[config.mk]
export PLATFORM = sky130hd
export DESIGN_NAME = buf_ctrl
export DESIGN_NICKNAME = d
export VERILOG_FILES = /design/src/logic/pkt_pkg.sv /design/src/logic/buf_ctrl.sv
export SDC_FILE = /design/constraint.sdc
export NUM_CORES = 1
export LEC_CHECK = 0
export BUFFER_PORTS_ARGS = -buffer_cell sky130_fd_sc_hd__buf_4
export CORE_MARGIN = 3
export CORE_UTILIZATION = 49
export DETAILED_ROUTE_END_ITERATION = 10
export HOLD_SLACK_MARGIN = 0.05
export PLACE_DENSITY = 0.79
export SKIP_CTS_REPAIR_TIMING = 1
export SLEW_MARGIN = 15
export SYNTH_ARGS = -nofsm -noshare
export SYNTH_HDL_FRONTEND = slang
export SYNTH_SLANG_ARGS = --single-unit
[constraint.sdc]
create_clock -name clk -period 3.37 [get_ports clk]
set_input_delay 0.5055 -clock clk [delete_from_list [all_inputs] [get_ports clk]]
set_output_delay 0.5055 -clock clk [all_outputs]
set_load 0.02 [all_outputs]
[src/logic/pkt_pkg.sv]
package pkt_pkg;

	// Word address width inside one buffer
	localparam int ADDR_W_DEF = 6;
	// Payload word width, eight bytes per word
	localparam int DATA_W_DEF = 64;
	// Byte increment carried with each snooper write
	localparam int INC_W_DEF = 8;
	// Packet length in bytes
	localparam int PLEN_W_DEF = 32;

	// Agent-side select, picks which buffer an agent sees
	typedef enum logic [1:0] {
		BUF_NONE = 2'd0,
		BUF_PING = 2'd1,
		BUF_PANG = 2'd2,
		BUF_PONG = 2'd3
	} buf_sel_e;

	// Buffer-side select, picks which agent drives a buffer
	typedef enum logic [1:0] {
		AGT_NONE = 2'd0,
		AGT_SN   = 2'd1,
		AGT_CPU  = 2'd2,
		AGT_FWD  = 2'd3
	} agent_sel_e;

	// Rotation controller states
	typedef enum logic [1:0] {
		CTRL_FILL   = 2'd0,
		CTRL_WAIT   = 2'd1,
		CTRL_ROTATE = 2'd2
	} ctrl_state_e;

endpackage
[src/logic/buf_ctrl.sv]
`timescale 1ns/1ps

module buf_ctrl import pkt_pkg::*; (
	input  logic       clk,
	input  logic       rst_n,
	input  logic       sn_done,
	input  logic       cpu_done,
	input  logic       cpu_drop,
	input  logic       fwd_done,
	output logic       in_ready,
	output logic       cpu_start,
	output logic       fwd_start,
	output logic [2:0] buf_clr,
	output buf_sel_e   sn_sel,
	output buf_sel_e   cpu_sel,
	output buf_sel_e   fwd_sel,
	output agent_sel_e ping_sel,
	output agent_sel_e pang_sel,
	output agent_sel_e pong_sel
);

	ctrl_state_e state;
	// Keep verdict per buffer, bit 0 ping, bit 1 pang, bit 2 pong
	logic [2:0]  keep;
	logic        cpu_idle;
	logic        fwd_idle;
	// Verdict of the packet about to move to the forwarder
	logic        fwd_kept;

	function automatic logic [2:0] buf_onehot(input buf_sel_e b);
		case (b)
			BUF_PING: return 3'b001;
			BUF_PANG: return 3'b010;
			BUF_PONG: return 3'b100;
			default:  return 3'b000;
		endcase
	endfunction

	// Reverse lookup of the ownership record
	function automatic agent_sel_e owner_of(input buf_sel_e b, input buf_sel_e s,
		input buf_sel_e c, input buf_sel_e f);
		if (s == b)
			return AGT_SN;
		if (c == b)
			return AGT_CPU;
		if (f == b)
			return AGT_FWD;
		return AGT_NONE;
	endfunction

	assign fwd_kept = |(keep & buf_onehot(cpu_sel));
	assign in_ready = (state == CTRL_FILL);
	// The forwarder's old buffer is wiped as it passes to the snooper
	assign buf_clr  = (state == CTRL_ROTATE) ? buf_onehot(fwd_sel) : 3'b000;

	// Buffer side follows from the same record
	assign ping_sel = owner_of(BUF_PING, sn_sel, cpu_sel, fwd_sel);
	assign pang_sel = owner_of(BUF_PANG, sn_sel, cpu_sel, fwd_sel);
	assign pong_sel = owner_of(BUF_PONG, sn_sel, cpu_sel, fwd_sel);

	always_ff @(posedge clk) begin
		if (!rst_n) begin
			state     <= CTRL_FILL;
			sn_sel    <= BUF_PING;
			cpu_sel   <= BUF_PANG;
			fwd_sel   <= BUF_PONG;
			cpu_start <= 1'b0;
			fwd_start <= 1'b0;
		end else begin
			cpu_start <= 1'b0;
			fwd_start <= 1'b0;
			case (state)
				CTRL_FILL:
					if (sn_done)
						state <= CTRL_WAIT;
				// Hold the full buffer until both consumers let go
				CTRL_WAIT:
					if (cpu_idle && fwd_idle)
						state <= CTRL_ROTATE;
				CTRL_ROTATE: begin
					// Snooper to CPU, CPU to forwarder, forwarder to snooper
					sn_sel    <= fwd_sel;
					cpu_sel   <= sn_sel;
					fwd_sel   <= cpu_sel;
					cpu_start <= 1'b1;
					fwd_start <= fwd_kept;
					state     <= CTRL_FILL;
				end
				default: state <= CTRL_FILL;
			endcase
		end
	end

	always_ff @(posedge clk) begin
		if (!rst_n) begin
			cpu_idle <= 1'b1;
			fwd_idle <= 1'b1;
			keep     <= 3'b000;
		end else begin
			if (cpu_start)
				cpu_idle <= 1'b0;
			else if (cpu_done)
				cpu_idle <= 1'b1;
			// A dropped packet leaves the forwarder idle
			if (fwd_start)
				fwd_idle <= 1'b0;
			else if (fwd_done || (state == CTRL_ROTATE && !fwd_kept))
				fwd_idle <= 1'b1;
			if (cpu_done)
				keep <= cpu_drop ? (keep & ~buf_onehot(cpu_sel)) : (keep | buf_onehot(cpu_sel));
		end
	end

endmodule

Yosys cells after proc, flatten, opt, wreduce, memory -nomap -nowiden --
Index checks and enable logic that the tools add are counted.
Word-level totals: output and inout port bits 18, bits in registers 15, logic and storage cells 86, input port bits 6
Cells by class: bitwise logic cells 4, reductions and logical operators 10, eq/ne operators 13, mux-type cells 50
Operators by type and width (count):
- 2-to-1 mux 2 bit | 20
- 2-to-1 mux 1 bit | 23
- one-hot mux 3 bit (3 select lines) | 2
- == test 2 bit, second input constant | 7
- 2-to-1 mux 3 bit | 4
- == test 2 x 1 -> 1 bit, second input constant | 4
- bitwise AND 3 bit | 2
- inequality test 2 bit, second input constant | 2
- one-hot mux 2 bit (2 select lines) | 1
- AND reduction 2 bit | 2
- nonzero test 2 bit | 2
- inverter 3 bit | 1
- OR 3 bit | 1
- OR reduction 3 bit | 1
- logical AND 1 bit | 2
- logical NOT 2 bit | 1
- logical NOT 1 bit | 1
- logical OR 1 bit | 1

Longest topological paths before layout --
depth after elaboration 9, gate-level depth with buffers 4, depth with buffers taken out 3

Least setup slack after synthesis --
Ideal clock, no wire load.
path kind flip-flop to output port, from register cpu_sel[1], to output port ping_sel[0], required time 2.864 ns, slack 1.660 ns, cell stages (with the launch flop) 4, buffers on the path 1, arrival 1.204 ns, cells stage by stage dfxtp_1 > buf_2 > and2b_1 > o22ai_1
On the way: word-level cells in the longest chain between the ends 6, elaborated cells between the ends (all ways) 8, classes of those cells 1 x eq/ne; 7 x mux
Ends and longest elaborated chain:
- from (decl) | line buf_ctrl.sv:15 | output buf_sel_e cpu_sel,
- from (signal assigned) | line buf_ctrl.sv:83 | cpu_sel <= sn_sel;
- == test 2 x 1 -> 1 bit (*) | line buf_ctrl.sv:44 | if (c == b)
- 2-to-1 mux 2 bit | line buf_ctrl.sv:44
- 2-to-1 mux 2 bit | line buf_ctrl.sv:46 | if (f == b)
- 2-to-1 mux 2 bit | line buf_ctrl.sv:48 | return AGT_NONE;
- 2-to-1 mux 2 bit (*) | line buf_ctrl.sv:46
- 2-to-1 mux 2 bit (*) | line buf_ctrl.sv:44
- to (decl) | line buf_ctrl.sv:17 | output agent_sel_e ping_sel,
Every way passes the cells marked *; elsewhere a longest branch is shown, timed or not. The select of a mux whose other input is x is not followed.

Worst setup path after layout --
from register cpu_sel[1], to output port ping_sel[1]
The elaborated chain is that of the path after synthesis.

==> impl_metrics.yaml <==
status:
  status: "complete, no violations"
die:
  dieArea_sq_um: 1801
  fp.dieH_um: 42.44
  rows: 12
  start_util_pct: 55.56
  num_io_pins: 24
  design.core.area_sq_um: 1171
  die_w_um: 42.44
sta:
  relSlewSlack_pct: 72.23
  hold_viol_final: 0
  worst_hold_slack_ns: 0.4228
  max_freq_ghz: 0.5135
  fin_ws_ns: 1.423
  slew_violations: 0
  post-route-min-period_ns: 1.947
  rsz0062_at_grt: "no"
  finalSetupTns_ns: 0
  worst_pin_slew_ns: 0.4157
  setup_viol: 0
  fin_crit_sh_pct: 57.78
  skew_ns: 0.001467
layout:
  fin_cells: 118
  antenna_cells: 0
  final_cell_mix: "buf_4 (23), dfxtp_1 (15), nand2_1 (12)"
  drive_above_1_share_pct: 26.92
  final_util_pct: 73.50
  multi_input_area_sq_um: 329.1
  fillers: 102
  nNetsFinal: 111
  seq_area_sq_um: 300.3
  final_common_cell: "buf_4"
  stdcell_area_sq_um: 860.8
  area_growth_pct: 32.31
clock_tree:
  cts_max_level: 1
  cts.clk_slew.worst_paths_ns: 0.10
  cts_root_buf: "clkbuf_4"
  cts_tree: "built"
  clock_latency_ns: 0.29
  clockBufferDepth: 2
  cts_buffers: 3
  clock_sinks: 15
setup_path:
  cp-end-kind: "primary output"
  worst_setup_path_start_kind: "register"
  cp_data_required_time_ns: 2.86
  reg2regPathDepth: 3
  arrival_ns: 1.44
  ff2ff_setup_slack_ns: 2.04
  path_max_fanout: 10
  reg2reg_to: "fwd_idle"
  crit_start: "cpu_sel[1]"
  critical_path_class: "register to primary output"
  r2r-start: "state[0]"
place:
  place_area_sq_um: 830.8
  gp_congestion: 0.7913
  dp.cells: 114
  portBuffers: 23
  dp_hpwl_um: 1131
  preCtsSetupSlack_ns: 1.787
logic_synthesis:
  synth_area_sq_um: 650.6
  synth-seq-area-share_pct: 46.15
  synth_nets: 85
  synth_seq_cells: 15
  yosysWarningCount: 0
  avgSynthCellArea_sq_um: 8.236
  synth.distinct_cells: 23
  synthCells: 79
hold_path:
  worstHoldStart: "cpu_drop"
  min_path_cells: 2
  hold_class: "primary input to register"
power:
  powerDensity_nw_per_um2: 454.7
  vdd_drop_max_uv: 328.1
  p_clk_share_pct: 28.1
  netSwitchingFraction_pct: 31.48
  p_int_uw: 268.2
  combPwrFrac_pct: 21.2
  finalPower_uw: 391.5
  switchingPower_uw: 123.2
  power_leakage_nw: 0.3826
  seqPwrFrac_pct: 50.6
detailed_routing:
  wl_um: 1536
  drc: 0
  first_iter_violations: 8
  num_vias: 661
  drtPass1Iterations: 4
  ant_nets: 0
  via_per_inst: 5.602
  wl_per_cell_um: 13.02
global_routing:
  globalRouteTotalUtil_pct: 17.40
  grt_pass1_wl_um: 2421
  antenna_found_initial: 0
  grt_overflow: 0
  grt_pass1_vias: 552
  grt_max_degree: 12
flow_run:
  cap_violations: 0
-- worst max path at each step --
| stage | end | cells past startpoint |
|---|---|---|
| finish | ping_sel[1] | 4 |
| global route | ping_sel[1] | 4 |
| CTS | ping_sel[1] | 4 |
| detailed placement | ping_sel[1] | 4 |
| global placement | ping_sel[1] | 4 |
| floorplan | ping_sel[0] | 3 |
-- critical path, cell delays in order (launching register included) --
cell and delay [ns]:
dfxtp_1 0.54, and2b_1 0.28, nor2b_1 0.12, a21oi_1 0.05
buf_4 0.16
-- cell families after synthesis --
family                 Yosys count  synth area share [%]
buffers and inverters            5                 3.269
multiplexers                     1                 1.539
flip-flops                      15                 46.15
AND/OR/NAND/NOR                 39                 29.61
AO/OA/AOI/OAI                   19                 19.42
-- cell usage after synthesis --
cell | number | area, sq um
dfxtp_1 | 15 | 300.3
nand2_1 | 12 | 45.04
nor2_1 | 9 | 33.78
a21oi_1 | 6 | 30.03
nand2b_1 | 4 | 25.02
nand3_1 | 4 | 20.02
nor2b_1 | 4 | 25.02
inv_1 | 3 | 11.26
o21ai_0 | 3 | 15.01
a311oi_1 | 2 | 17.52
and2b_1 | 2 | 15.01
buf_2 | 2 | 10.01
o211ai_1 | 2 | 15.01
o22ai_1 | 2 | 12.51
a22oi_1 | 1 | 7.510
a31oi_1 | 1 | 6.260
and3b_1 | 1 | 8.760
and4_1 | 1 | 8.760
mux2i_1 | 1 | 10.01
nor3_1 | 1 | 5.000
o21a_1 | 1 | 7.510
o221ai_2 | 1 | 15.01
or3_1 | 1 | 6.260
-- area by class of cell --
class,count,area share [%]
clock buffer,3,2.616
timing repair buffer,23,20.06
sequential,15,34.88
inverter,3,1.308
clock inverter,1,0.8721
tap,14,2.035
multi-input combinational,59,38.23
-- layer usage --
layer / routed length [um] / vias to the layer above / track usage [%]
met5: 0 / - / 0
met4: 29 / 0 / 7.453
met3: 97 / 5 / 3.863
met2: 725 / 21 / 26.44
met1: 684 / 305 / 23.38
li1: - / 330 / -
-- power groups by stage --
stage               Combinational [mW]  Clock (mW)  Sequential, mW
finish                          0.0832       0.110           0.198
global route                    0.0897       0.117           0.200
CTS                             0.0838       0.111           0.198
detailed placement              0.0834           0           0.202
global placement                0.0828           0           0.201
floorplan                       0.0452           0           0.204
Note: power is estimated with default switching activity, not from simulation.
