===== config.mk =====
export PLATFORM = sky130hd
export DESIGN_NAME = muxes
export DESIGN_NICKNAME = d
export VERILOG_FILES = /design/src/logic/pkt_pkg.sv /design/src/logic/muxes.sv
export SDC_FILE = /design/constraint.sdc
export NUM_CORES = 1
export LEC_CHECK = 0
export ABC_AREA = 1
export BUFFER_PORTS_ARGS = -buffer_cell sky130_fd_sc_hd__buf_4
export CAP_MARGIN = 20
export CELL_PAD_IN_SITES_DETAIL_PLACEMENT = 1
export CELL_PAD_IN_SITES_GLOBAL_PLACEMENT = 1
export CORE_AREA = 2 2 320 322
export DETAILED_ROUTE_END_ITERATION = 7
export DIE_AREA = 0 0 322 324
export GPL_TIMING_DRIVEN = 0
export PLACE_DENSITY = 0.41
export SYNTH_ARGS = -nofsm -noshare
export SYNTH_HDL_FRONTEND = slang
export SYNTH_SLANG_ARGS = --single-unit

===== constraint.sdc =====
create_clock -name vclk -period 1
set_clock_uncertainty 0.2 [all_clocks]
set_input_delay 0.15 -clock vclk [all_inputs]
set_output_delay 0.15 -clock vclk [all_outputs]
set_load 0.05 [all_outputs]

===== src/logic/pkt_pkg.sv =====
package pkt_pkg;

	// Word address width inside one buffer
	localparam int ADDR_W_DEF = 6;
	// Payload word width, eight bytes per word
	localparam int DATA_W_DEF = 64;
	// Byte increment carried with each snooper write
	localparam int INC_W_DEF = 8;
	// Packet length in bytes
	localparam int PLEN_W_DEF = 32;

	// Agent-side select, picks which buffer an agent sees
	typedef enum logic [1:0] {
		BUF_NONE = 2'd0,
		BUF_PING = 2'd1,
		BUF_PANG = 2'd2,
		BUF_PONG = 2'd3
	} buf_sel_e;

	// Buffer-side select, picks which agent drives a buffer
	typedef enum logic [1:0] {
		AGT_NONE = 2'd0,
		AGT_SN   = 2'd1,
		AGT_CPU  = 2'd2,
		AGT_FWD  = 2'd3
	} agent_sel_e;

	// Rotation controller states
	typedef enum logic [1:0] {
		CTRL_FILL   = 2'd0,
		CTRL_WAIT   = 2'd1,
		CTRL_ROTATE = 2'd2
	} ctrl_state_e;

endpackage

===== src/logic/muxes.sv =====
`timescale 1ns/1ps

module muxes import pkt_pkg::*; #(
	parameter int ADDR_W = ADDR_W_DEF,
	parameter int DATA_W = DATA_W_DEF,
	parameter int INC_W  = INC_W_DEF,
	parameter int PLEN_W = PLEN_W_DEF
) (
	// Agent side
	input  logic [ADDR_W-1:0] sn_addr,
	input  logic [DATA_W-1:0] sn_wr_data,
	input  logic              sn_wr_en,
	input  logic [INC_W-1:0]  sn_inc,
	input  logic [ADDR_W-1:0] cpu_addr,
	input  logic              cpu_rd_en,
	input  logic [ADDR_W-1:0] fwd_addr,
	input  logic              fwd_rd_en,
	// Buffer side returns
	input  logic [DATA_W-1:0] ping_rd_data,
	input  logic [PLEN_W-1:0] ping_len,
	input  logic [DATA_W-1:0] pang_rd_data,
	input  logic [PLEN_W-1:0] pang_len,
	input  logic [DATA_W-1:0] pong_rd_data,
	input  logic [PLEN_W-1:0] pong_len,
	// Selects
	input  buf_sel_e          sn_sel,
	input  buf_sel_e          cpu_sel,
	input  buf_sel_e          fwd_sel,
	input  agent_sel_e        ping_sel,
	input  agent_sel_e        pang_sel,
	input  agent_sel_e        pong_sel,
	// To the buffers
	output logic [ADDR_W-1:0] ping_addr,
	output logic [DATA_W-1:0] ping_wr_data,
	output logic              ping_wr_en,
	output logic [INC_W-1:0]  ping_inc,
	output logic              ping_rd_en,
	output logic [ADDR_W-1:0] pang_addr,
	output logic [DATA_W-1:0] pang_wr_data,
	output logic              pang_wr_en,
	output logic [INC_W-1:0]  pang_inc,
	output logic              pang_rd_en,
	output logic [ADDR_W-1:0] pong_addr,
	output logic [DATA_W-1:0] pong_wr_data,
	output logic              pong_wr_en,
	output logic [INC_W-1:0]  pong_inc,
	output logic              pong_rd_en,
	// Back to the readers
	output logic [DATA_W-1:0] cpu_rd_data,
	output logic [PLEN_W-1:0] cpu_len,
	output logic [DATA_W-1:0] fwd_rd_data,
	output logic [PLEN_W-1:0] fwd_len
);

	// Readers pick one buffer, nothing selected gives zeros
	assign cpu_rd_data = (cpu_sel == BUF_PING) ? ping_rd_data :
		(cpu_sel == BUF_PANG) ? pang_rd_data :
		(cpu_sel == BUF_PONG) ? pong_rd_data : '0;
	assign cpu_len = (cpu_sel == BUF_PING) ? ping_len :
		(cpu_sel == BUF_PANG) ? pang_len :
		(cpu_sel == BUF_PONG) ? pong_len : '0;
	assign fwd_rd_data = (fwd_sel == BUF_PING) ? ping_rd_data :
		(fwd_sel == BUF_PANG) ? pang_rd_data :
		(fwd_sel == BUF_PONG) ? pong_rd_data : '0;
	assign fwd_len = (fwd_sel == BUF_PING) ? ping_len :
		(fwd_sel == BUF_PANG) ? pang_len :
		(fwd_sel == BUF_PONG) ? pong_len : '0;

	// Write fields only come from the snooper, read enable only from readers
	// Writes also need the snooper side to point at the same buffer
	assign ping_addr = (ping_sel == AGT_SN) ? sn_addr :
		(ping_sel == AGT_CPU) ? cpu_addr :
		(ping_sel == AGT_FWD) ? fwd_addr : '0;
	assign ping_wr_data = (ping_sel == AGT_SN) ? sn_wr_data : '0;
	assign ping_wr_en   = (ping_sel == AGT_SN) && (sn_sel == BUF_PING) && sn_wr_en;
	assign ping_inc     = (ping_sel == AGT_SN) ? sn_inc : '0;
	assign ping_rd_en   = (ping_sel == AGT_CPU) ? cpu_rd_en :
		(ping_sel == AGT_FWD) ? fwd_rd_en : 1'b0;

	assign pang_addr = (pang_sel == AGT_SN) ? sn_addr :
		(pang_sel == AGT_CPU) ? cpu_addr :
		(pang_sel == AGT_FWD) ? fwd_addr : '0;
	assign pang_wr_data = (pang_sel == AGT_SN) ? sn_wr_data : '0;
	assign pang_wr_en   = (pang_sel == AGT_SN) && (sn_sel == BUF_PANG) && sn_wr_en;
	assign pang_inc     = (pang_sel == AGT_SN) ? sn_inc : '0;
	assign pang_rd_en   = (pang_sel == AGT_CPU) ? cpu_rd_en :
		(pang_sel == AGT_FWD) ? fwd_rd_en : 1'b0;

	assign pong_addr = (pong_sel == AGT_SN) ? sn_addr :
		(pong_sel == AGT_CPU) ? cpu_addr :
		(pong_sel == AGT_FWD) ? fwd_addr : '0;
	assign pong_wr_data = (pong_sel == AGT_SN) ? sn_wr_data : '0;
	assign pong_wr_en   = (pong_sel == AGT_SN) && (sn_sel == BUF_PONG) && sn_wr_en;
	assign pong_inc     = (pong_sel == AGT_SN) ? sn_inc : '0;
	assign pong_rd_en   = (pong_sel == AGT_CPU) ? cpu_rd_en :
		(pong_sel == AGT_FWD) ? fwd_rd_en : 1'b0;

endmodule


# == Yosys cells after proc, flatten, opt, wreduce, memory -nomap -nowiden ==
# Cells that the tools add are included.
# classes
mux,33
reduce_logical,6
eq_ne,18
# ops
cell,n
64-bit 2-to-1 mux,9
32-bit 2-to-1 mux,6
6-bit 2-to-1 mux,9
"2-bit == test, second input constant",12
8-bit 2-to-1 mux,3
"2-bit by 1-bit == test with 1-bit output, second input constant",6
1-bit logical AND,6
1-bit 2-to-1 mux,6
# word_totals
regBits,0
inputBits,393
out_inout_bits,432

# == Logic depth before layout (Yosys ltp) ==
# depth
depth_word,4
depth_mapped,5
ltp_nobuf,3

# == Worst setup path before layout ==
# Ideal clock, no wire load.
# synth_path
kind,input to output
startpoint,in pang_sel[1]
endpoint,out pang_wr_en
slack_ns,-0.817
t_required_ns,0.650
path_stages,3
n_path_buf,0
arrival_time_ns,1.467
path_cell_list,inv_2 -> nand2_2 -> nor3_1
# synth_via
elab_chain_len,3
# synth_rtl
element,line_no,source
start: declaration,muxes.sv:30,"input agent_sel_e pang_sel,"
2-bit by 1-bit == test with 1-bit output,muxes.sv:84,assign pang_wr_en = (pang_sel == AGT_SN) && (sn_sel == BUF_PANG) && sn_wr_en;
1-bit logical AND (2 in a row),muxes.sv:84,
end: declaration,muxes.sv:40,"output logic pang_wr_en,"
# Every way passes these cells.

# == Worst setup path after layout ==
# layout_path
startpoint,in fwd_sel[1]
endpoint,out fwd_len[6]
# layout_via
elab_chain_len,4
elab_cells_between_ends,6
classes_between,eq/ne (3); mux (3)
# layout_rtl
element,line_no,source
start: declaration,muxes.sv:28,"input buf_sel_e fwd_sel,"
2-bit == test,muxes.sv:67,(fwd_sel == BUF_PONG) ? pong_len : '0;
32-bit 2-to-1 mux,muxes.sv:67,
32-bit 2-to-1 mux,muxes.sv:66,(fwd_sel == BUF_PANG) ? pang_len :
32-bit 2-to-1 mux *,muxes.sv:65,assign fwd_len = (fwd_sel == BUF_PING) ? ping_len :
end: declaration,muxes.sv:52,output logic [PLEN_W-1:0] fwd_len
# Every way passes the cells marked *; elsewhere a longest branch is shown, timed or not.

==> results.yml <==
outcome:
  status: "finished with violations"
  violations: "negative setup slack"
synth:
  yosys.area.top_type_share_pct: 68.2
  yosysMostFrequentCell: "nand3_1"
  synth_cell_types: 12
  yosys.area.top_type: "nand3_1"
  synthTopCellsByCount: "nand3_1, nor2_1, buf_2, inv_1, clkbuf_1"
  seq_area_frac_synth_pct: 0
  synthesis.area_sq_um: 6220
  synthCells: 1308
  syn-num-nets: 1701
  synth_area_leaders: "nand3_1, nor2_1, buf_2, inv_1, buf_4"
  avgSynthCellArea_sq_um: 4.75
  yosysWarnings: 0
sta:
  min_period_over_period_pct: 146
  relSlewSlack_pct: 63.2
  finalHoldViolations: 0
  drv_slew: 0
  fin_ws_ps: -458
  rsz0062_at_grt: "yes"
  worstMarginPinSlew_ps: 551
  finalSetupViolCount: 432
  fin_crit_ps: 1460
  hold_ws_ps: 418
  totalNegativeSetupSlack_ps: -145480
  fmax_mhz: 686
die:
  row_count: 117
  die_w_um: 322
  initial_utilization_pct: 6.16
  die-area_sq_um: 104000
  ios: 825
  coreArea_sq_um: 101000
  fp.dieH_um: 324
placed_design:
  post_dp_cell_area_sq_um: 14900
  dp_hpwl_um: 90500
  io_buffers: 824
  place_congestion: 0.910
  place_inst: 3441
global_route:
  top_usage_layer: "met2"
  overflow: 0
  antenna_found_initial: 51
  grt_pass1_wl_um: 138000
  grt_pass1_vias: 15000
  grt_use_met3_pct: 4.73
  grt_start_max_net_pins: 11
  track_usage_pct: 19.1
  met1_usage_pct: 20.7
  grt_use_met2_pct: 36.0
cells_and_area:
  fin_nets: 2582
  stdcell_count: 3527
  seq_cells: 0
  fillers: 12100
  clkbuf_count: 0
  area_delta_synth_final_pct: 223
  fin_area_sq_um: 20100
  area.sequential_sq_um: 0
  drive_above_1_share_pct: 62.3
drt:
  firstDrtPassIters: 4
  initialDrtViolationCount: 781
  drcViolationCount: 0
  via_per_inst: 4.13
  drt.antenna.violating_nets: 0
  vias: 14600
  wire_per_inst_um: 30.8
  totalWireLength_um: 109000
min_path:
  min_to: "ping_wr_en"
  hp-class: "input port to primary output"
  holdPathStages: 3
  min_from: "sn_sel[1]"
run:
  maxCapViolCount: 0
power_and_ir_drop:
  total_power_w: 0.0143
  leakagePower_nw: 9.44
  cellPowerDensity_nw_per_um2: 710
  peakVddDrop_mv: 0.309
critical_path:
  critPathLaunch: "fwd_sel[1]"
  cp_top_family: "buffers and inverters"
  critical_path_buf_inv_count: 4
  critPathSlowestCell: "buf_8"
  crit_chain: "buf_16, buf_16, buf_12, nand3_2, nand3_2, buf_8"
  end_kind: "primary output"
  worstPathMaxFanout: 10
  critPathLaunchType: "input port"
  cp.required_ps: 650
  critPathMaxStageDelay_ps: 200
  critPathKind: "input port to primary output"
  cp.arrival_ps: 1110
clock_network:
  hold_buffers: 0
tightest hold or removal path: stages:
cell	delay, ps
buf_4	100
nor3_4	30
buf_4	180
stage by stage:
stage | util [%] | worst slack, ps
global placement | 14.8 | -1170
CTS | 18.0 | -446
detailed placement | 14.8 | -1170
floorplan | - | -424
global route | 19.9 | -468
finish | 19.9 | -458
how the worst max path moves through the flow:
stage | cells past startpoint | to | slack (ps)
finish | 6 | fwd_len[6] | -460
global route | 7 | cpu_len[13] | -470
floorplan | 4 | ping_inc[0] | -420
detailed placement | 7 | fwd_len[11] | -1170
global placement | 7 | fwd_len[11] | -1170
CTS | 8 | cpu_len[8] | -450
placed cells by master, fill, tap and decap left out, drive strengths merged:
cell and count:
buf 994, bufbuf 1, clkbuf 34, clkinv 2, clkinvlp 3, diode 31
inv 77, nand2 10, nand3 847, nor2 217, nor3 2
power breakdown:
| part | internal, W | switching [W] | total (W) |
|---|---|---|---|
| registers | 0 | 0 | 0 |
| logic | 0.00525 | 0.00902 | 0.0143 |
| clock network | 0.00000000399 | 0 | 0.00000000399 |
| total | 0.00525 | 0.00902 | 0.0143 |
cell type report:
class	count	area, sq um	share of cell area [%]
Timing Repair Buffer	878	8360	41.6
Tap cell	1309	1640	8.15
Inverter	82	418	2.08
Multi-Input combinational cell	1076	7220	35.9
Buffer	151	2390	11.9
Antenna cell	31	77.6	0.386
cells by family after synthesis:
group         Yosys count  synth area share [%]
buf+inv               234                  18.0
simple gates         1074                  82.0
timing repair:
| action | in CTS | in global routing |
|---|---|---|
| pin swaps | 28 | 29 |
| cloned | 9 | 15 |
| gates resized for setup | 753 | 327 |
| setup buffers | 19 | 13 |
| endpoints found under the setup margin | 432 | 432 |
per-layer routing:
layer,vias up,part of all wire (%)
met4,14,3.3
li1,6392,-
met1,7286,36
met3,124,7.5
met2,761,53
met5,-,0.088
Note: power is estimated with default switching activity, not from simulation.
