[src/logic/pkt_pkg.sv]
package pkt_pkg;

	// Word address width inside one buffer
	localparam int ADDR_W_DEF = 6;
	// Payload word width, eight bytes per word
	localparam int DATA_W_DEF = 64;
	// Byte increment carried with each snooper write
	localparam int INC_W_DEF = 8;
	// Packet length in bytes
	localparam int PLEN_W_DEF = 32;

	// Agent-side select, picks which buffer an agent sees
	typedef enum logic [1:0] {
		BUF_NONE = 2'd0,
		BUF_PING = 2'd1,
		BUF_PANG = 2'd2,
		BUF_PONG = 2'd3
	} buf_sel_e;

	// Buffer-side select, picks which agent drives a buffer
	typedef enum logic [1:0] {
		AGT_NONE = 2'd0,
		AGT_SN   = 2'd1,
		AGT_CPU  = 2'd2,
		AGT_FWD  = 2'd3
	} agent_sel_e;

	// Rotation controller states
	typedef enum logic [1:0] {
		CTRL_FILL   = 2'd0,
		CTRL_WAIT   = 2'd1,
		CTRL_ROTATE = 2'd2
	} ctrl_state_e;

endpackage
[src/logic/forwarder.sv]
`timescale 1ns/1ps

module forwarder import pkt_pkg::*; #(
	parameter int ADDR_W = ADDR_W_DEF,
	parameter int DATA_W = DATA_W_DEF,
	parameter int PLEN_W = PLEN_W_DEF
) (
	input  logic              clk,
	input  logic              rst_n,
	input  logic              fwd_start,
	input  logic [DATA_W-1:0] fwd_rd_data,
	input  logic [PLEN_W-1:0] fwd_len,
	output logic [ADDR_W-1:0] fwd_addr,
	output logic              fwd_rd_en,
	output logic              out_valid,
	output logic [DATA_W-1:0] out_data,
	output logic [3:0]        out_bytes,
	output logic              out_last,
	output logic              fwd_done
);

	// One extra bit so a full buffer count fits
	localparam int CNT_W = ADDR_W + 1;

	logic              busy;
	logic [CNT_W-1:0]  n_words;
	logic [CNT_W-1:0]  rd_cnt;
	logic [3:0]        last_bytes;
	// Read issued last cycle, and whether it was the final one
	logic              rd_vld;
	logic              rd_last;
	logic [CNT_W-1:0]  words_now;
	logic [CNT_W-1:0]  cur_words;
	logic [CNT_W-1:0]  cur_idx;
	logic              issue_last;

	// Ceiling of length over eight bytes
	assign words_now  = CNT_W'((fwd_len + PLEN_W'(7)) >> 3);
	// First read goes out in the start cycle itself
	assign cur_words  = fwd_start ? words_now : n_words;
	assign cur_idx    = fwd_start ? '0 : rd_cnt;
	assign issue_last = (cur_idx == cur_words - 1'b1);
	assign fwd_rd_en  = fwd_start || busy;
	assign fwd_addr   = cur_idx[ADDR_W-1:0];

	always_ff @(posedge clk) begin
		if (!rst_n) begin
			busy      <= 1'b0;
			rd_cnt    <= '0;
			rd_vld    <= 1'b0;
			rd_last   <= 1'b0;
			out_valid <= 1'b0;
			out_last  <= 1'b0;
			fwd_done  <= 1'b0;
		end else begin
			// Addresses run ahead, data trails by the buffer read stage
			rd_vld    <= fwd_rd_en;
			rd_last   <= fwd_rd_en && issue_last;
			out_valid <= rd_vld;
			out_last  <= rd_vld && rd_last;
			fwd_done  <= out_valid && out_last;
			if (fwd_rd_en) begin
				rd_cnt <= cur_idx + 1'b1;
				busy   <= !issue_last;
			end
		end
	end

	always_ff @(posedge clk) begin
		if (fwd_start) begin
			n_words    <= words_now;
			// Remainder bytes, a whole word when it divides evenly
			last_bytes <= (fwd_len[2:0] == 3'd0) ? 4'd8 : {1'b0, fwd_len[2:0]};
		end
		out_data  <= fwd_rd_data;
		out_bytes <= rd_last ? last_bytes : 4'd8;
	end

endmodule

[config.mk]
export PLATFORM = sky130hd
export DESIGN_NAME = forwarder
export DESIGN_NICKNAME = d
export VERILOG_FILES = /design/src/logic/pkt_pkg.sv /design/src/logic/forwarder.sv
export SDC_FILE = /design/constraint.sdc
export NUM_CORES = 1
export LEC_CHECK = 0
export BUFFER_PORTS_ARGS = -buffer_cell sky130_fd_sc_hd__buf_4
export CAP_MARGIN = 30
export CORE_MARGIN = 4
export CORE_UTILIZATION = 38
export DETAILED_ROUTE_END_ITERATION = 12
export MAX_ROUTING_LAYER = met4
export PLACE_DENSITY = 0.85
export SLEW_MARGIN = 20
export SYNTH_ARGS = -nofsm -noshare
export SYNTH_HDL_FRONTEND = slang
export SYNTH_SLANG_ARGS = --single-unit
[constraint.sdc]
create_clock -name clk -period 4.3 [get_ports clk]
set_input_delay 0.86 -clock clk [delete_from_list [all_inputs] [get_ports clk]]
set_output_delay 0.86 -clock clk [all_outputs]
set_load 0.05 [all_outputs]
# Yosys cells after proc, flatten, opt, wreduce, memory -nomap -nowiden
# Index checks and enable logic that the tools add are counted.
[op_classes] n_addsub=3 n_eq_ne=1 muxes=3 reduce_logical=6
[op_table] cell="$mux W7" count=2
[op_table] cell="$add A10 B3 Y10 const B" count=1
[op_table] cell="$add A7 B1 Y7 const B" count=1
[op_table] cell="$eq A7 B7 Y1" count=1
[op_table] cell="$sub A7 B1 Y7 const B" count=1
[op_table] cell="$mux W4" count=1
[op_table] cell="$logic_and A1 B1 Y1" count=3
[op_table] cell="$logic_not A3 Y1" count=1
[op_table] cell="$logic_not A1 Y1" count=1
[op_table] cell="$logic_or A1 B1 Y1" count=1
[word_totals] regBits=92 elab_cells=25

# Longest topological paths before layout
# Gate-level depths: netlist of run 1.
[logic_depth] word_depth=5 mapped_depth=13

# Worst setup path before layout of run 1
# Ideal clock, no wire load.
[synth_timing] kind="input -> register" start="input port fwd_start" end="register rd_last" setup_time_ps=118 arrival_ps=3321 slack_ps=861 cell_stages=13 path_buffers=5 cell_sequence="buf_2 > buf_2 > clkbuf_1 > buf_1 > mux2i_1 > ha_1 > clkbuf_1 > xnor2_1 > xnor2_1 > nor4_1 > a41o_1 > and3_1 > o2111a_1"
[synth_between] elab_chain_len=4 word_cells_on_any_way=6 cone_classes="add/sub (1); eq/ne (1); mux (2); reduce/logical (2)"
[synth_rtl] item="start, declared" line="forwarder.sv:10" source="input logic fwd_start,"
[synth_rtl] item="$mux W7"
[synth_rtl] item="$sub A7 B1 Y7" line="forwarder.sv:42" source="assign issue_last = (cur_idx == cur_words - 1'b1);"
[synth_rtl] item="$eq A7 B7 Y1" line="forwarder.sv:42"
[synth_rtl] item="$logic_and A1 B1 Y1 (*)" line="forwarder.sv:58" source="rd_last <= fwd_rd_en && issue_last;"
[synth_rtl] item="end signal, assigned" line="forwarder.sv:58"
[synth_rtl] item="end, declared" line="forwarder.sv:31" source="logic rd_last;"
# Mark *: on every way between the ends. The rest lies on a longest branch, timed or not.
# A chain may end at the register's enable or synchronous reset.

# Worst setup path in the final report of run 1
[layout_timing] start="input port fwd_len[3]" end="register rd_last"
[layout_between] elab_chain_len=5
[layout_rtl] item="start, declared" line="forwarder.sv:12" source="input logic [PLEN_W-1:0] fwd_len,"
[layout_rtl] item="$add A10 B3 Y10" line="forwarder.sv:38" source="assign words_now = CNT_W'((fwd_len + PLEN_W'(7)) >> 3);"
[layout_rtl] item="$mux W7"
[layout_rtl] item="$sub A7 B1 Y7" line="forwarder.sv:42"
[layout_rtl] item="$eq A7 B7 Y1" line="forwarder.sv:42"
[layout_rtl] item="$logic_and A1 B1 Y1" line="forwarder.sv:58"
# No other way between the ends.

==> results of run 1 <==
power by group through the flow:
stage	clock [mW]	combinational [mW]	sequential, mW
6_report	0.593	0.320	0.924
5_1_grt	0.641	0.335	0.930
4_1_cts	0.607	0.322	0.925
3_5_place_dp	0	0.320	0.944
3_3_place_gp	0	0.313	0.942
2_1_floorplan	0	0.0794	1.06
routing by layer:
metal | routed length (um) | share of wire, % | GRT usage [%] | up-vias
met5 | 0 | 0 | - | -
met4 | 220 | 2.6 | 9.03 | 0
met3 | 994 | 12 | 8.89 | 19
met2 | 4400 | 52 | 33.9 | 107
met1 | 2920 | 34 | 17.6 | 1051
li1 | - | - | - | 1109
layout by cell type, fill, tap and decap left out, types with 3 or more instances in the layout:
cell type	Yosys	layout
a21oi_1	4	4
xnor2_1	12	12
nor2b_1	9	9
nor2_1	12	12
xor2_1	8	8
nor3_1	7	7
inv_6	0	3
edfxtp_1	4	4
nand2b_1	6	6
clkbuf_8	0	9
and2_1	8	8
dfxtp_1	88	88
nand4_1	6	6
and3_1	5	5
o21ai_0	4	4
buf_4	0	154
nand2_1	8	8
inv_1	6	6
nand3_1	5	5
registers in the layout, indices dropped and copies added, names as in the netlist:
name        count
rd_last         1
rd_vld          1
out_data       64
n_words         7
last_bytes      4
fwd_done        1
busy            1
out_last        1
out_bytes       4
rd_cnt          7
out_valid       1
stage by stage:
step / util (%) / hold WS (ns) / cell area, sq um / power (mW)
detailed placement: 55.9 / 0.411 / 4040 / 1.26
floorplan: - / 0.390 / 2820 / 1.13
finish: 58.8 / 0.426 / 4240 / 1.84
CTS: 58.8 / 0.426 / 4240 / 1.85
global placement: 55.9 / 0.408 / 4040 / 1.26
global route: 58.8 / 0.467 / 4240 / 1.91
logic make-up after synthesis:
logic type,synth area share (%)
xor+xnor,6.22
simple gates,15.1
fa+ha+maj,0.889
compound gates,7.73
flops,66.8
mux,0.356
buf+inv,2.89
worst max-delay path: cells and delay by family:
family | cells | cell delay [ns]
simple gates | 4 | 0.95
xor+xnor | 2 | 0.31
mux | 1 | 0.18
compound gates | 2 | 0.48
fa+ha+maj | 1 | 0.33
buf+inv | 1 | 0.13
how the worst min path moves through the flow:
stage,from,to,cells after the start
finish,last_bytes[3],out_bytes[3],1
floorplan,rd_last,out_bytes[3],1
global placement,last_bytes[3],out_bytes[3],1
CTS,last_bytes[3],out_bytes[3],1
global route,last_bytes[3],out_bytes[3],1
detailed placement,last_bytes[3],out_bytes[3],1
final cells by class:
class	instances	area, sq um
inverters	6	22.5
fillers	599	2970
clock inverters	7	81.3
well taps	99	124
repair buffers	154	1160
multi-input cells	126	852
flip-flops and latches	92	1880
clock buffers	9	124
==> flow_metrics.py, run 1 <==
metrics = {
    "clock_network": {
        "cts_tree": "built",
        "clk_pin_slew_ns": 0.09,
        "cts_buffer_depth": 2,
        "htreeDepth": 3,
        "cts_root_buffer": "clkbuf_8",
        "ctsHoldBuffers": 0,
        "post_cts_resized": 0,
        "cts_sinks": 92,
        "cts_buffers": 9,
        "post-cts-setup-buffer-count": 0,
        "clk-insertion-delay-late_ns": 0.35,
    },
    "placed_design": {
        "dp_slack_ns": 0.934,
        "gp_congestion": 0.847,
        "dp.cells": 477,
        "port_buffers": 154,
        "hpwl_mm": 6.59,
    },
    "logic_synthesis": {
        "synth-seq-cells": 92,
        "synth-edff-count": 4,
        "async_flop_share_pct": 0,
        "avgSynthCellArea_sq_um": 12.0,
        "syn_area_sq_um": 2820,
        "synth_top_area_share_pct": 62.6,
        "synthTopCellsByCount": "dfxtp_1 (88), nor2_1 (12), xnor2_1 (12), nor2b_1 (9)",
        "synth_most_common_cell": "dfxtp_1",
        "synth_area_leaders": "dfxtp_1 (63%), edfxtp_1 (4.3%), xnor2_1 (3.7%)",
        "ys_warn_count": 0,
        "yosysUniqueCellTypes": 48,
        "syn-num-nets": 336,
        "ys_seq_area_share_pct": 66.8,
        "ys.flop_type": "dfxtp_1",
        "syn_inst": 235,
        "synth_largest_area_cell": "dfxtp_1",
    },
    "setup_path": {
        "critPathLaunch": "fwd_len[3]",
        "cp_cell_sequence": "buf_4, or4_1, and2_1, mux2i_1, ha_1, xnor2_1, xnor2_1, nor4_1, a41o_1, and3_1, o2111a_1",
        "reg2reg_depth": 9,
        "rrSetupSlack_ns": 2.26,
        "critical_path_class": "primary input to flip-flop",
        "required_ns": 4.54,
        "worstReg2RegEnd": "rd_last",
        "crit_arrival_ns": 3.25,
        "worstPathMaxFanout": 7,
        "worst_setup_path_start_kind": "primary input",
        "endpoint": "rd_last",
        "crit_slowest_cell": "or4_1",
        "critPathCaptureType": "flip-flop",
        "r2r-start": "n_words[1]",
        "crit_path_max_incr_delay_ns": 0.54,
        "cpMostUsedCell": "xnor2_1",
    },
    "die": {
        "initial_core_util_pct": 39.0,
        "die_area_sq_um": 8850,
        "die_y_um": 94.1,
        "fp.dieW_um": 94.1,
        "coreArea_sq_um": 7210,
        "pin_count": 177,
        "rows": 31,
    },
    "timing": {
        "finalClockSkew_ns": 0.00872,
        "fin_ws_ns": 1.29,
        "tightestPinTransition_ns": 0.656,
        "setup_viol": 0,
        "maxSlewViolCount": 0,
        "rsz0062_at_grt": "false",
        "hold_viol": 0,
        "period_share_pct": 70.1,
        "finalCriticalPeriod_ns": 3.01,
        "clock.fmax_ghz": 0.332,
        "tns_ns": 0,
        "slew_headroom_pct": 55.6,
    },
    "power_and_ir_drop": {
        "combPwrFrac_pct": 17.4,
        "p_int_mw": 1.31,
        "switching_share_pct": 28.9,
        "power_density_nw_per_um2": 433,
        "cellLeakagePower_nw": 1.97,
        "vdd_drop_max_mv": 0.186,
        "p_switching_uw": 531,
        "clkPwrFrac_pct": 32.3,
        "p_seq_share_pct": 50.3,
    },
    "grt": {
        "antenna_found_initial": 0,
        "track_usage_pct": 19.3,
        "grt-ovfl-total": 0,
        "grt_pass1_vias": 2246,
        "grt_pass1_wl_mm": 12.3,
        "grt_max_degree": 47,
    },
    "final_layout": {
        "n_antenna_cell": 0,
        "areaGrowthSynthToFinish_pct": 50.7,
        "layout.nets": 490,
        "layout-drive-gt1-share_pct": 44.9,
        "instances_no_fill": 493,
    },
    "run_status": {
        "status": "finished, final reports clean",
    },
    "detailed_routing": {
        "drc_errors": 0,
        "detail_route.wl_per_cell_um": 17.3,
        "finalWirelength_mm": 8.53,
        "vias_per_cell": 4.64,
        "drtPass1Iterations": 4,
        "drt_iter0_drc": 57,
        "vias": 2286,
        "antenna_left": 0,
    },
    "hold_path": {
        "hold_path.class": "flip-flop to flip-flop",
    },
    "job": {
        "max_cap_viol_count": 0,
    },
}
No activity file was read; power rests on OpenSTA's default activity.
==> inputs of run 2 (changes only) <==
ABC_AREA = 1   (was not set)
PLACE_DENSITY = 0.88   (was 0.85)
clock period = 2.6 ns   (was 4.3 ns; I/O delays follow)
==> run 2 against run 1 <==
Net effect:
- power rose by 60%
- wire length fell by 20%
- cell count increased by 11%
- combinational power grew 65%
- flip-flop and latch count stayed put
- sequential share of layout area shrank 0.16 points
- first-iteration DRC count up 58%
- die area down 0.36%
- hold slack got worse by 0.16 ns
- clock power is 51% higher
- critical endpoint unchanged
- highest routed layer unchanged
==> flow_metrics.py, run 2 <==
metrics = {
    "final_layout": {
        "layout.nets": 545,
        "layout-drive-gt1-share_pct": 45.2,
        "n_antenna_cell": 0,
        "largest_reg_flops": 64,
        "reg_top3": "out_data: 64 flops, n_words: 7 flops, rd_cnt: 7 flops",
        "areaGrowthSynthToFinish_pct": 51.8,
        "instances_no_fill": 548,
        "top_register": "out_data",
        "final_cell_mix": "buf_4 (158), dfxtp_1 (88), nand2_1 (61)",
        "finish.utilization_pct": 59.0,
        "final_common_cell": "buf_4",
    },
    "clock_network": {
        "clk-insertion-delay-late_ns": 0.34,
        "cts_buffer_depth": 2,
        "cts_tree": "built",
        "cts_buffers": 9,
        "post-cts-setup-buffer-count": 0,
        "cts_sinks": 92,
        "post_cts_resized": 0,
        "htreeDepth": 3,
        "cts_root_buffer": "clkbuf_8",
        "clk_pin_slew_ns": 0.10,
        "ctsHoldBuffers": 0,
    },
    "logic_synthesis": {
        "synth_area_leaders": "dfxtp_1 (63%), nand2_1 (8.2%), edfxtp_1 (4.3%)",
        "synthTopCellsByCount": "dfxtp_1 (88), nand2_1 (61), inv_1 (32), nand3_1 (18), nor2_1 (16)",
        "async_flop_share_pct": 0,
        "syn-num-nets": 383,
        "synth_largest_area_cell": "dfxtp_1",
        "ys_seq_area_share_pct": 67.1,
        "synth_most_common_cell": "dfxtp_1",
        "syn_area_sq_um": 2800,
        "syn_inst": 282,
        "synth-seq-cells": 92,
        "avgSynthCellArea_sq_um": 9.94,
        "yosysUniqueCellTypes": 28,
        "ys.flop_type": "dfxtp_1",
        "synth_top_area_share_pct": 62.8,
        "synth-edff-count": 4,
        "ys_warn_count": 0,
    },
    "setup_path": {
        "required_ns": 2.89,
        "critical_path_class": "primary input to flip-flop",
        "r2r-start": "n_words[0]",
        "worst_setup_path_start_kind": "primary input",
        "critPathCaptureType": "flip-flop",
        "worstPathMaxFanout": 5,
        "crit_arrival_ns": 2.33,
        "critPathLaunch": "fwd_len[1]",
    },
    "detailed_routing": {
        "vias": 2371,
        "drt_iter0_drc": 90,
        "finalWirelength_mm": 6.80,
        "detail_route.wl_per_cell_um": 12.4,
        "antenna_left": 0,
        "vias_per_cell": 4.33,
        "drc_errors": 0,
        "drtPass1Iterations": 6,
    },
    "timing": {
        "hold_viol": 0,
        "rsz0062_at_grt": "false",
        "finalCriticalPeriod_ns": 2.05,
        "period_share_pct": 78.7,
        "clock.fmax_ghz": 0.489,
        "timing.hold.ws_ns": 0.269,
        "setup_viol": 0,
        "tightestPinTransition_ns": 0.357,
        "finalClockSkew_ns": 0.00926,
        "maxSlewViolCount": 0,
        "slew_headroom_pct": 76.1,
        "tns_ns": 0,
    },
    "job": {
        "max_cap_viol_count": 0,
    },
    "grt": {
        "track_usage_pct": 15.1,
        "grt_max_degree": 18,
        "grt_pass1_wl_mm": 10.1,
        "grt-busiest-layer": "met2",
        "grt_pass1_vias": 2283,
        "use_met2_pct": 26.6,
        "grt-ovfl-total": 0,
        "grt_use_met1_pct": 15.1,
        "antenna_found_initial": 0,
        "use_met3_pct": 6.17,
    },
    "power_and_ir_drop": {
        "vdd_drop_max_mv": 0.322,
        "cellLeakagePower_nw": 2.15,
        "finalPower_mw": 2.94,
        "power_density_nw_per_um2": 692,
    },
    "placed_design": {
        "dp.cells": 532,
        "hpwl_mm": 5.57,
        "port_buffers": 154,
        "gp_congestion": 0.870,
    },
    "die": {
        "die_y_um": 93.9,
        "pin_count": 177,
        "fp.dieW_um": 93.9,
        "coreArea_sq_um": 7210,
        "die_area_sq_um": 8820,
        "initial_core_util_pct": 38.9,
        "rows": 31,
    },
    "hold_path": {
        "min_from": "fwd_rd_data[23]",
        "hold_path.class": "primary input to flip-flop",
    },
    "run_status": {
        "status": "finished, final reports clean",
    },
}
-- run 2: cell types whose count changed in the layout (fill, tap and decap cells not counted), sizes merged, moves of 6 or more --
cell / change
nand2: +64
xor2: -7
and2: -9
xnor2: -12
nor2b: -9
nand3: +16
nor2: +11
inv: +27
nand2b: -7
or2: +6
-- run 2: cell type report --
type                    instances  area [sq um]
clock buffers                  10           138
repair buffers                158          1190
multi-input cells             148           739
well taps                      99           124
clock inverters                 6          56.3
flip-flops and latches         92          1880
fillers                       637          2960
inverters                      35           131
-- run 2: worst paths after layout --
kind                        to  slack, ns  cells past startpoint
hold / removal    out_data[23]       0.27                      1
setup reg to reg       rd_last       0.82                     10
setup / recovery       rd_last       0.55                     15
hold reg to reg       fwd_done       0.42                      2
-- run 2: kinds of logic (layout without fill, tap and decap cells) --
group | after synthesis | count (layout) | synth area share (%)
and+or+nand+nor | 131 | 131 | 22.5
xor gates and xnor gates | 1 | 1 | 0.312
AOI/OAI and AO/OA | 14 | 14 | 2.63
DFF | 92 | 92 | 67.1
adders and majority gates | 2 | 2 | 0.892
buffers and inverters | 42 | 209 | 6.52
-- run 2: worst max-delay path: stages --
cell and delay, ns:
buf_4 0.11, nor2_1 0.09, nand2_1 0.13, a21oi_1 0.15, nand2_1 0.07, nand2_2 0.11
inv_1 0.07, ha_1 0.29, xor2_1 0.16, a21oi_1 0.10, o21ai_0 0.08, nand3b_1 0.18
nor2_2 0.13, nand2_1 0.06, nor2_1 0.09
-- run 2: stage by stage --
step	worst slack, ns	cell area, sq um
2_1_floorplan	0.0729	2800
3_3_place_gp	0.247	4060
3_5_place_dp	0.193	4060
4_1_cts	0.562	4260
5_1_grt	0.365	4260
6_report	0.553	4260
-- run 2: where the power goes --
part / internal, mW / total, mW / leakage, nW / switching [mW]
Sequential: 1.49 / 1.52 / 0.776 / 0.0239
Clock: 0.392 / 0.898 / 0.0965 / 0.506
Combinational: 0.195 / 0.529 / 1.28 / 0.334
Total: 2.08 / 2.94 / 2.15 / 0.864
-- run 2: metal layers --
metal  share of wire, %  vias to the layer above
met4                1.2                        0
met5                  0                        -
met1                 36                     1056
met3                9.6                        8
li1                   -                     1197
met2                 53                      110
==> inputs of run 3 (changes only) <==
PLACE_DENSITY = 0.85   (was 0.88)
clock period = 2.1 ns   (was 2.6 ns; I/O delays follow)
==> run 3 against run 2 <==
Net effect:
- die area is the same
- hold slack lost 0.11 ns
- worst setup slack lost 0.34 ns
- wire length is 1.0% higher
- combinational power up 26%
- largest power group unchanged
==> flow_metrics.py, run 3 (synthesis gave the netlist of run 2 again) <==
metrics = {
    "run_status": {
        "status": "finished, final reports clean",
    },
    "setup_path": {
        "critPathLaunch": "fwd_len[1]",
        "path_delay_family": "simple AND/OR/NAND/NOR gates",
        "required_ns": 2.39,
        "cp_cell_sequence": "buf_4, nor2_1, nand2_1, or2_0, nand2_1, nand2_1, nand2_1, ha_1, xor2_1, a21oi_1, o21ai_0, nand3b_1, nor2_2, nand2_1, nor2_1",
        "worst_setup_path_start_kind": "primary input",
        "crit_slowest_cell": "ha_1",
        "worstPathMaxFanout": 5,
        "crit_path_max_incr_delay_ns": 0.25,
        "cpMostUsedCell": "nand2_1",
        "crit_arrival_ns": 2.17,
        "path_buf_inv": 1,
        "r2r-start": "n_words[0]",
        "critPathCaptureType": "flip-flop",
        "critical_path_class": "primary input to flip-flop",
    },
    "die": {
        "pin_count": 177,
        "rows": 31,
        "die_area_sq_um": 8820,
        "fp.dieW_um": 93.9,
        "die_y_um": 93.9,
        "coreArea_sq_um": 7210,
        "initial_core_util_pct": 38.9,
    },
    "clock_network": {
        "htreeDepth": 3,
        "clk_pin_slew_ns": 0.10,
        "post_cts_resized": 0,
        "post-cts-setup-buffer-count": 0,
        "ctsHoldBuffers": 0,
        "cts_buffers": 9,
        "cts_tree": "built",
        "cts_root_buffer": "clkbuf_8",
        "cts_buffer_depth": 2,
        "clk-insertion-delay-late_ns": 0.35,
        "cts_sinks": 92,
    },
    "final_layout": {
        "final_common_cell": "buf_4",
        "largest_reg_flops": 64,
        "n_antenna_cell": 0,
        "nFillCells": 617,
        "reg_top3": "out_data: 64 flops, n_words: 7 flops, rd_cnt: 7 flops",
        "multi_input_area_sq_um": 747,
        "final_cell_mix": "buf_4 (164), dfxtp_1 (88), nand2_1 (61)",
        "layout-drive-gt1-share_pct": 46.2,
        "finish.utilization_pct": 59.9,
        "final-seq-area_sq_um": 1880,
        "instances_no_fill": 554,
        "areaGrowthSynthToFinish_pct": 54.1,
        "top_register": "out_data",
        "layout.nets": 551,
    },
    "placed_design": {
        "port_buffers": 154,
        "gp_congestion": 0.867,
        "dp.cells": 538,
        "dp_slack_ns": -0.146,
        "hpwl_mm": 5.60,
    },
    "detailed_routing": {
        "drtPass1Iterations": 4,
        "drt_iter0_drc": 87,
        "antenna_left": 0,
        "drc_errors": 0,
        "vias_per_cell": 4.25,
        "vias": 2356,
        "finalWirelength_mm": 6.87,
        "detail_route.wl_per_cell_um": 12.4,
    },
    "grt": {
        "grt_max_degree": 20,
        "antenna_found_initial": 0,
        "grt_pass1_vias": 2306,
        "track_usage_pct": 15.8,
        "grt-ovfl-total": 0,
        "grt_pass1_wl_mm": 10.6,
    },
    "timing": {
        "hold_viol": 0,
        "fin_ws_ns": 0.217,
        "maxSlewViolCount": 0,
        "clock.fmax_ghz": 0.531,
        "finalClockSkew_ns": 0.0117,
        "rsz0062_at_grt": "false",
        "tightestPinTransition_ns": 0.257,
        "setup_viol": 0,
        "slew_headroom_pct": 82.8,
        "period_share_pct": 89.7,
        "finalCriticalPeriod_ns": 1.88,
    },
    "hold_path": {
        "min_from": "fwd_rd_data[33]",
        "hold_path.class": "primary input to flip-flop",
    },
    "job": {
        "max_cap_viol_count": 0,
    },
    "power_and_ir_drop": {
        "power_density_nw_per_um2": 857,
        "cellLeakagePower_nw": 2.19,
        "vdd_drop_max_mv": 0.347,
    },
}
==> run 3: changes by cell type in the layout (fill, tap and decap cells not counted) <==
cell | before | now
buf_4 | 158 | 164
clkinv_8 | 0 | 2
clkbuf_8 | 10 | 9
clkinvlp_4 | 1 | 0
nor2_1 | 16 | 15
nor2_4 | 3 | 4
==> run 3: report_power, final <==
part,switching [mW],internal (mW)
logic,0.415,0.252
registers,0.0293,1.85
clock network,0.682,0.473
==> run 3: worst register-to-register path, cell delays in order, from the launching register on <==
cell and delay, ns:
dfxtp_1 0.32, or2_2 0.27, nand2_1 0.10, ha_1 0.25, xor2_1 0.16, a21oi_1 0.10, o21ai_0 0.08, nand3b_1 0.17
nor2_2 0.13, nand2_1 0.06, nor2_1 0.08
==> run 3: final timing paths <==
| check | end | slack, ns | cells past startpoint |
|---|---|---|---|
| setup / recovery | rd_last | 0.22 | 15 |
| hold reg to reg | fwd_done | 0.44 | 2 |
| setup reg to reg | rd_last | 0.33 | 10 |
| hold / removal | out_data[33] | 0.16 | 1 |
==> run 3: layer usage <==
metal	wire, um	track usage, %	up-vias
li1	-	-	1205
met1	2550	17.1	1046
met2	3660	27.5	99
met3	609	5.13	6
met4	46	4.69	0
met5	0	-	-
==> run 3: final cells by class <==
type | instances | area share (%)
inverters | 35 | 3.04
clock buffers | 9 | 2.87
well taps | 99 | 2.87
multi-input cells | 148 | 17.3
flip-flops and latches | 92 | 43.6
clock inverters | 7 | 1.88
repair buffers | 164 | 28.5
==> run 3: metrics by stage <==
stage | setup TNS, ns | area (sq um) | power [mW] | hold slack [ns]
6_report | 0 | 4320 | 3.70 | 0.163
3_5_place_dp | -0.275 | 4120 | 2.59 | 0.423
3_3_place_gp | -0.225 | 4120 | 2.57 | 0.419
2_1_floorplan | 0 | 2810 | 2.32 | 0.404
4_1_cts | 0 | 4320 | 3.75 | 0.142
5_1_grt | 0 | 4320 | 3.89 | 0.124
